**src/hp48_bus_pkg.sv**
```systemverilog
package hp48_bus_pkg;

        // Bus address, as seen by every device pointer.
        typedef logic [19:0] addr_t;

        // One data nibble on the bus.
        typedef logic [3:0] nibble_t;

        // Bus commands driven by the controller.
        // Codes 9 to 15 are reserved and treated as illegal.
        typedef enum logic [3:0] {
                NOP         = 4'd0,
                PC_READ     = 4'd1,
                DP_READ     = 4'd2,
                PC_WRITE    = 4'd3,
                DP_WRITE    = 4'd4,
                LOAD_PC     = 4'd5,
                LOAD_DP     = 4'd6,
                CONFIGURE   = 4'd7,
                UNCONFIGURE = 4'd8
        } bus_cmd_e;

        // Decoded request from the decode stage to the devices.
        typedef struct packed {
                bus_cmd_e cmd;
                addr_t    address;
                nibble_t  data;
                logic     is_read;
                logic     is_write;
                // Selects the PC pointer instead of DP.
                logic     use_pc;
                logic     load_pc;
                logic     load_dp;
                logic     configure;
                logic     unconfigure;
        } bus_req_t;

        // Reply of one device, one cycle after the request.
        typedef struct packed {
                logic    hit;
                nibble_t data;
                logic    configured;
        } dev_reply_t;

endpackage

```
**src/hp48_bus_decode.sv**
```systemverilog
`timescale 1ns/1ps

module hp48_bus_decode (
        input  logic                  clk,
        input  logic                  reset,
        input  hp48_bus_pkg::bus_cmd_e command,
        input  hp48_bus_pkg::addr_t   address,
        input  hp48_bus_pkg::nibble_t nibble_in,
        output hp48_bus_pkg::bus_req_t req,
        output logic                  read_pending,
        output logic                  bus_error
);

        hp48_bus_pkg::bus_req_t next_req;
        logic                   illegal;

        // Classify the command; once the error is set everything becomes NOP.
        always_comb
        begin
                next_req         = '0;
                next_req.cmd     = hp48_bus_pkg::NOP;
                next_req.address = address;
                next_req.data    = nibble_in;
                illegal          = 1'b0;
                if (!bus_error)
                begin
                        next_req.cmd = command;
                        case (command)
                                hp48_bus_pkg::NOP:
                                begin
                                end
                                hp48_bus_pkg::PC_READ:
                                begin
                                        next_req.is_read = 1'b1;
                                        next_req.use_pc  = 1'b1;
                                end
                                hp48_bus_pkg::DP_READ:
                                        next_req.is_read = 1'b1;
                                hp48_bus_pkg::PC_WRITE:
                                begin
                                        next_req.is_write = 1'b1;
                                        next_req.use_pc   = 1'b1;
                                end
                                hp48_bus_pkg::DP_WRITE:
                                        next_req.is_write = 1'b1;
                                hp48_bus_pkg::LOAD_PC:
                                        next_req.load_pc = 1'b1;
                                hp48_bus_pkg::LOAD_DP:
                                        next_req.load_dp = 1'b1;
                                hp48_bus_pkg::CONFIGURE:
                                        next_req.configure = 1'b1;
                                hp48_bus_pkg::UNCONFIGURE:
                                        next_req.unconfigure = 1'b1;
                                default:
                                begin
                                        // Reserved code, forwarded as NOP.
                                        next_req.cmd = hp48_bus_pkg::NOP;
                                        illegal      = 1'b1;
                                end
                        endcase
                end
        end

        always_ff @(posedge clk)
        begin
                if (reset)
                begin
                        req          <= '0;
                        read_pending <= 1'b0;
                        bus_error    <= 1'b0;
                end
                else
                begin
                        req          <= next_req;
                        // Lines up with the device replies one stage later.
                        read_pending <= req.is_read;
                        bus_error    <= bus_error | illegal;
                end
        end

        // At most one command class per request.
        assert property (@(posedge clk) disable iff (reset)
                $onehot0({req.is_read, req.is_write, req.load_pc, req.load_dp,
                          req.configure, req.unconfigure}));

endmodule

```
**src/hp48_bus_ram.sv**
```systemverilog
`timescale 1ns/1ps

module hp48_bus_ram #(
        parameter int mem_len = 64
) (
        input  logic                     clk,
        input  logic                     reset,
        input  hp48_bus_pkg::bus_req_t   req,
        input  logic                     chain_in,
        output logic                     chain_out,
        output hp48_bus_pkg::dev_reply_t reply
);

        localparam int idx_w = $clog2(mem_len);

        hp48_bus_pkg::nibble_t mem [0:mem_len-1];

        logic                configured;
        hp48_bus_pkg::addr_t base_addr;
        hp48_bus_pkg::addr_t pc_ptr;
        hp48_bus_pkg::addr_t data_ptr;

        hp48_bus_pkg::addr_t sel_ptr;
        hp48_bus_pkg::addr_t offset;
        logic [idx_w-1:0]    index;
        logic                in_window;
        logic                dev_hit;
        logic                rd_hit;
        logic                wr_hit;

        // The next device in the chain may configure once this one is.
        assign chain_out = configured;

        // Window test on the pointer that belongs to the command.
        assign sel_ptr   = req.use_pc ? pc_ptr : data_ptr;
        assign offset    = sel_ptr - base_addr;
        assign index     = offset[idx_w-1:0];
        // Offset form avoids overflow of base plus length near the top.
        assign in_window = configured && (sel_ptr >= base_addr) &&
                           (offset < hp48_bus_pkg::addr_t'(mem_len));
        assign dev_hit   = in_window && (req.is_read || req.is_write);
        assign rd_hit    = dev_hit && req.is_read;
        assign wr_hit    = dev_hit && req.is_write;

        // Pointers, base and configuration.
        always_ff @(posedge clk)
        begin
                if (reset)
                begin
                        configured <= 1'b0;
                        base_addr  <= '0;
                        pc_ptr     <= '0;
                        data_ptr   <= '0;
                end
                else
                begin
                        // Every device steps its pointer, hit or not.
                        if (req.is_read || req.is_write)
                        begin
                                if (req.use_pc)
                                        pc_ptr <= pc_ptr + 20'd1;
                                else
                                        data_ptr <= data_ptr + 20'd1;
                        end
                        if (req.load_pc)
                                pc_ptr <= req.address;
                        if (req.load_dp)
                                data_ptr <= req.address;
                        // Only the first unconfigured device in the chain takes it.
                        if (req.configure && chain_in && !configured)
                        begin
                                configured <= 1'b1;
                                base_addr  <= req.address;
                        end
                        // Unconfigure releases every device on the bus.
                        if (req.unconfigure)
                                configured <= 1'b0;
                end
        end

        // Nibble array, cleared in one sweep on reset.
        always_ff @(posedge clk)
        begin
                if (reset)
                begin
                        for (int i = 0; i < mem_len; i++)
                                mem[i] <= '0;
                end
                else if (wr_hit)
                        mem[index] <= req.data;
        end

        // Reply for the result stage.
        always_ff @(posedge clk)
        begin
                if (reset)
                        reply <= '0;
                else
                begin
                        reply.hit        <= dev_hit;
                        reply.data       <= rd_hit ? mem[index] : '0;
                        reply.configured <= configured;
                end
        end

        // An unconfigured device stays silent on the next cycle.
        assert property (@(posedge clk) disable iff (reset)
                !configured |=> !reply.hit);

endmodule

```
**src/hp48_bus_result.sv**
```systemverilog
`timescale 1ns/1ps

module hp48_bus_result (
        input  logic                     clk,
        input  logic                     reset,
        input  hp48_bus_pkg::dev_reply_t io_reply,
        input  hp48_bus_pkg::dev_reply_t sys_reply,
        input  logic                     read_pending,
        output hp48_bus_pkg::nibble_t    read_nibble,
        output logic                     read_hit,
        output logic                     read_miss
);

        logic                  any_ans;
        hp48_bus_pkg::nibble_t sel_data;

        // A hit from either device answers the read.
        assign any_ans = io_reply.hit | sys_reply.hit;

        always_comb
        begin
                if (io_reply.hit)
                        sel_data = io_reply.data;
                else if (sys_reply.hit)
                        sel_data = sys_reply.data;
                else
                        sel_data = '0;
        end

        always_ff @(posedge clk)
        begin
                if (reset)
                begin
                        read_hit  <= 1'b0;
                        read_miss <= 1'b0;
                end
                else
                begin
                        read_hit  <= read_pending & any_ans;
                        read_miss <= read_pending & ~any_ans;
                end
        end

        // Data path, zero unless a read hit.
        always_ff @(posedge clk)
        begin
                read_nibble <= sel_data;
        end

        // Device windows never overlap.
        assert property (@(posedge clk) disable iff (reset)
                !(io_reply.hit && sys_reply.hit));

endmodule

```
**src/hp48_bus_top.sv**
```systemverilog
`timescale 1ns/1ps

module hp48_bus_top #(
        parameter int io_len  = 64,
        parameter int sys_len = 256
) (
        input  logic                   clk,
        input  logic                   reset,
        input  hp48_bus_pkg::bus_cmd_e command,
        input  hp48_bus_pkg::addr_t    address,
        input  hp48_bus_pkg::nibble_t  nibble_in,
        output hp48_bus_pkg::nibble_t  read_nibble,
        output logic                   read_hit,
        output logic                   read_miss,
        output logic                   bus_error
);

        hp48_bus_pkg::bus_req_t   req;
        hp48_bus_pkg::dev_reply_t io_reply;
        hp48_bus_pkg::dev_reply_t sys_reply;
        logic                     read_pending;
        logic                     io_chain_out;

        hp48_bus_decode decode (
                .clk          (clk),
                .reset        (reset),
                .command      (command),
                .address      (address),
                .nibble_in    (nibble_in),
                .req          (req),
                .read_pending (read_pending),
                .bus_error    (bus_error)
        );

        // First in the daisy chain.
        hp48_bus_ram #(
                .mem_len (io_len)
        ) io_ram (
                .clk       (clk),
                .reset     (reset),
                .req       (req),
                .chain_in  (1'b1),
                .chain_out (io_chain_out),
                .reply     (io_reply)
        );

        // Configures only after the I/O RAM.
        hp48_bus_ram #(
                .mem_len (sys_len)
        ) sys_ram (
                .clk       (clk),
                .reset     (reset),
                .req       (req),
                .chain_in  (io_chain_out),
                .chain_out (),
                .reply     (sys_reply)
        );

        hp48_bus_result result (
                .clk          (clk),
                .reset        (reset),
                .io_reply     (io_reply),
                .sys_reply    (sys_reply),
                .read_pending (read_pending),
                .read_nibble  (read_nibble),
                .read_hit     (read_hit),
                .read_miss    (read_miss)
        );

endmodule

```
**config.mk**
```make
export PLATFORM = sky130hd
export DESIGN_NAME = hp48_bus_top
export DESIGN_NICKNAME = d
export VERILOG_FILES = /design/src/hp48_bus_pkg.sv /design/src/hp48_bus_decode.sv /design/src/hp48_bus_ram.sv /design/src/hp48_bus_result.sv /design/src/hp48_bus_top.sv
export SDC_FILE = /design/constraint.sdc
export NUM_CORES = 2
export LEC_CHECK = 0
export ABC_CLOCK_PERIOD_IN_PS = 5500
export BUFFER_PORTS_ARGS = -buffer_cell sky130_fd_sc_hd__buf_4
export CAP_MARGIN = 20
export CORE_ASPECT_RATIO = 0.5
export CORE_MARGIN = 1
export CORE_UTILIZATION = 64
export CTS_BUF_LIST = sky130_fd_sc_hd__clkbuf_4 sky130_fd_sc_hd__clkbuf_8 sky130_fd_sc_hd__clkbuf_16
export DETAILED_ROUTE_END_ITERATION = 16
export HOLD_SLACK_MARGIN = 0.12
export PLACE_DENSITY = 0.77
export REMOVE_ABC_BUFFERS = 1
export SYNTH_ARGS = -nofsm -noshare
export SYNTH_HDL_FRONTEND = slang
export SYNTH_SLANG_ARGS = --single-unit
```
**constraint.sdc**
```tcl
create_clock -name clk -period 5.5 [get_ports clk]
set_input_delay 0 -clock clk [delete_from_list [all_inputs] [get_ports clk]]
set_output_delay 0 -clock clk [all_outputs]
set_load 0.02 [all_outputs]
```
==> metrics.txt <==
GRT Overall Usage 37.49%; worst hold slack 0.1564 ns; startpoint type of the worst setup path register; wire length per cell 28.91 um; Initial Utilization roughly 65%; antenna violations before repair 3; Critical path buffers and inverters 2; worst hold path depth 4; Antenna Violating Nets Remaining 0; total I/O pin count 37; ordered list of cells on the worst path buf_4, mux2_2, ha_1, nand2_1, a211oi_1, o211ai_1, o21ai_1, a41oi_1, a21o_1, a2111oi_1, nand3_4, buf_12, o21bai_1; Pwr per Cell Area 308.3 nW/um^2; final-layout fill cell count 6963; CTS tree done; residual DRC count 0; Distinct cells, synth between 70 and 80; class of the most critical hold timing path input pin to register; number of hold violations in the final report 0; time the final worst path needs with I/O delays and setup between 5 and 6 ns; internal power 17.78 mW; syn_area_per_cell 12.14 um^2; row count 84; synthesized instance count 5669; count of input and output buffers 36; global-route wire length before repair about 300000 um; number of synthesized register bits approximately 1500; Final Power 23.17 mW; fraction of power consumed by sequential logic 53.8%; clock-pin slew on the worst setup and hold paths 0.06 ns; starting DRC count in detailed routing 9002; proportion of layout cells with a drive suffix above 1 a little over an eighth; worst reg-to-reg path cell count 13; Core Footprint between 100000 and 150000 um^2; number of setup violations in the final report 0; Num CTS Buffers 120; actual slew at the worst max-slew pin 1.113 ns; register area 41870 um^2; Worst Setup End Kind register; y dimension of the die 233.9 um; share of synthesized flip-flops with an asynchronous set or reset 0%; post-DP HPWL approximately 140000 um; Total Neg Setup Slack 0 ns; largest net degree at the start of global routing 196; Max rail drop VDD 0.0002650 V; number of H-tree levels 3; switching power summed over all nets 5.386 mW; Cell Area, Synth 68820 um^2; path type of the worst setup path register to register; data required time of the worst path 5.90 ns; total congestion overflow 0; setup repair after global routing missed its margin false; Post-synth top flop sky130_fd_sc_hd__edfxtp_1; Slew Viols, Final 0; root buffer cell sky130_fd_sc_hd__clkbuf_16; final worst clock skew between 0.02 and 0.03 ns; Die Width 465.7 um; number of flops mapped to enable cells by yosys roughly 1300; critical path depth in cells 13; longest individual stage delay on the worst path 0.62 ns; global placer's final weighted congestion about 1.1; full die area 108900 um^2; worst slew margin relative to its limit about a quarter; share of total power in combinational logic 8.3%; number of clock sinks 1451; highest clock frequency the design can meet between 150 and 200 MHz; leakage power total 24.90 nW; worst endpoint data arrival time 5.64 ns; Area Growth Syn to Fin 9.180%; total of warnings raised by yosys 0; final wirelength 204300 um; Detailed Routing Iterations Pass 1 7; post-CTS setup buffer count 0; Max FO, Critical Path 195; outcome finished clean; via density per instance 6.922; part of the total power dissipated in the clock network 37.9%; pre-CTS setup slack ~0.38 ns; Final Instance Area ~75000 um^2; area of the multi-input gates 24880 um^2; vias post-DR 48910; Top delay family on crit path compound AO/OA/AOI/OAI gates; maximum buffer depth of the clock tree 3; clock insertion delay at the later pin of the skew report 0.77 ns; area post-placement 70410 um^2; final period utilization 95.33%; number of maximum-capacitance violations 0; via count of the first global-routing pass 46190; final-stage net count 5624; share of the yosys chip area belonging to registers 60.83%; switching part of the total 23.25%; master of the slowest instance on the critical path sky130_fd_sc_hd__a2111oi_1; final worst setup slack 0.2568 ns
stage by stage:
stage	cells	utilization [%]
2_1_floorplan	5176	-
3_3_place_gp	6763	66.53
3_5_place_dp	6763	66.53
4_1_cts	7062	70.98
5_1_grt	7063	70.99
6_report	7066	70.99
logic make-up after synthesis:
kind of cell,after synthesis,share of synthesized area [%]
AO/OA/AOI/OAI,784,8.129
XOR/XNOR,99,1.260
buffers and inverters,575,3.347
adder cells (fa/ha/maj),48,0.8945
flip-flops,1451,60.83
AND/OR/NAND/NOR,2344,14.50
multiplexers,368,11.04
timing repair:
item | 4_1_cts | 5_1_grt
setup endpoints to repair | 0 | 82
hold buffers | 80 | 0
hold endpoints to repair | 144 | 0
gates resized for setup | 0 | 1
layer usage:
layer  vias up  wire length, um  global-route usage (%)
met5         -              208                   1.255
met4         6            10130                   15.11
met1     23670            70630                   49.52
met2      4013            92950                   58.46
met3       675            30350                   11.58
li1      20540                -                       -
area by class of cell:
cell class / count / area share, %
multi-input combinational: 3643 / 33.11
antenna: 4 / 0.01332
sequential: 1451 / 55.72
tap: 1419 / 2.363
clock buffer: 139 / 4.218
inverter: 82 / 0.4096
timing repair buffer: 248 / 3.171
clock inverter: 80 / 0.9908
cell usage in the layout (no fill, tap or decap), types with 24 or more instances in the layout:
master and n:
sky130_fd_sc_hd__a21o_1 62, sky130_fd_sc_hd__a21oi_1 124, sky130_fd_sc_hd__a22oi_1 96, sky130_fd_sc_hd__and3_1 66, sky130_fd_sc_hd__buf_12 25, sky130_fd_sc_hd__buf_4 142, sky130_fd_sc_hd__clkbuf_16 121, sky130_fd_sc_hd__clkinv_1 32
sky130_fd_sc_hd__dfxtp_1 164, sky130_fd_sc_hd__dlygate4sd3_1 80, sky130_fd_sc_hd__edfxtp_1 1280, sky130_fd_sc_hd__ha_1 45, sky130_fd_sc_hd__inv_1 82, sky130_fd_sc_hd__mux2_2 35, sky130_fd_sc_hd__mux2i_1 24, sky130_fd_sc_hd__mux4_2 307
sky130_fd_sc_hd__nand2_1 437, sky130_fd_sc_hd__nand3_1 200, sky130_fd_sc_hd__nand4_1 62, sky130_fd_sc_hd__nor2_1 1256, sky130_fd_sc_hd__nor2b_1 44, sky130_fd_sc_hd__nor3_1 200, sky130_fd_sc_hd__o21ai_0 35, sky130_fd_sc_hd__o21bai_1 323
sky130_fd_sc_hd__xnor2_1 48, sky130_fd_sc_hd__xor2_1 41
flip-flops by register name, summed over array words and instances (netlist names):
| name | flops |
|---|---|
| decode.req | 31 |
| io_ram.pc_ptr | 20 |
| result.read_miss | 1 |
| sys_ram.reply | 5 |
| sys_ram.base_addr | 20 |
| sys_ram.data_ptr | 20 |
| io_ram.mem | 256 |
| decode.read_pending | 1 |
| result.read_hit | 1 |
| io_ram.reply | 5 |
| sys_ram.chain_out | 1 |
| io_ram.chain_out | 1 |
| sys_ram.pc_ptr | 20 |
| decode.bus_error | 1 |
| io_ram.data_ptr | 20 |
| result.read_nibble | 4 |
| io_ram.base_addr | 20 |
| sys_ram.mem | 1024 |
power groups by stage:
stage,clock network (mW),registers [mW],logic (mW)
after floorplan,0,12.6,1.32
after global placement,0,12.7,1.76
after detailed placement,0,12.7,1.79
after CTS,8.74,12.4,1.85
after global routing,9.15,12.5,1.98
final,8.79,12.5,1.92
cell usage after synthesis (all sizes together) (10+ instances only):
master  instances  area share, %
a21oi         124           0.90
a22oi          96            1.0
mux2           35           0.57
xor2           45           0.57
a22o           19           0.24
and2           19           0.17
nand2         437            2.4
a221oi         17           0.22
nand3         204            1.5
dfxtp         171            5.0
a31oi          23           0.21
o21bai        323            3.5
clkbuf        353            1.9
o21a           10           0.11
mux2i          24           0.35
and3           66           0.60
nand4          62           0.56
nor2b          44           0.40
nor3          208            1.5
inv            82           0.45
edfxtp       1280             56
xnor2          54           0.69
a21o           62           0.68
ha             46           0.84
nor2         1263            6.9
buf           140           0.97
o21ai          39           0.28
mux4          309             10
and4           10           0.13
worst min-delay path: stages:
cell                            delay, ns
sky130_fd_sc_hd__dlygate4sd3_1       0.53
sky130_fd_sc_hd__buf_4               0.14
sky130_fd_sc_hd__or3_1               0.13
sky130_fd_sc_hd__nor4b_1             0.05
path summary, 6_finish.rpt:
kind	from	endpoint	slack [ns]
worst max register to register	decode.req[4]$_SDFF_PP0_	sys_ram.mem[96][1]$_SDFFCE_PN0P_	0.26
worst max-delay path	decode.req[4]$_SDFF_PP0_	sys_ram.mem[96][1]$_SDFFCE_PN0P_	0.26
worst min register to register	decode.req[0]$_SDFF_PP0_	io_ram.chain_out$_SDFFE_PP0P_	0.43
worst min-delay path	command[1]	decode.req[0]$_SDFF_PP0_	0.16
(Power assumes the default switching activity.)
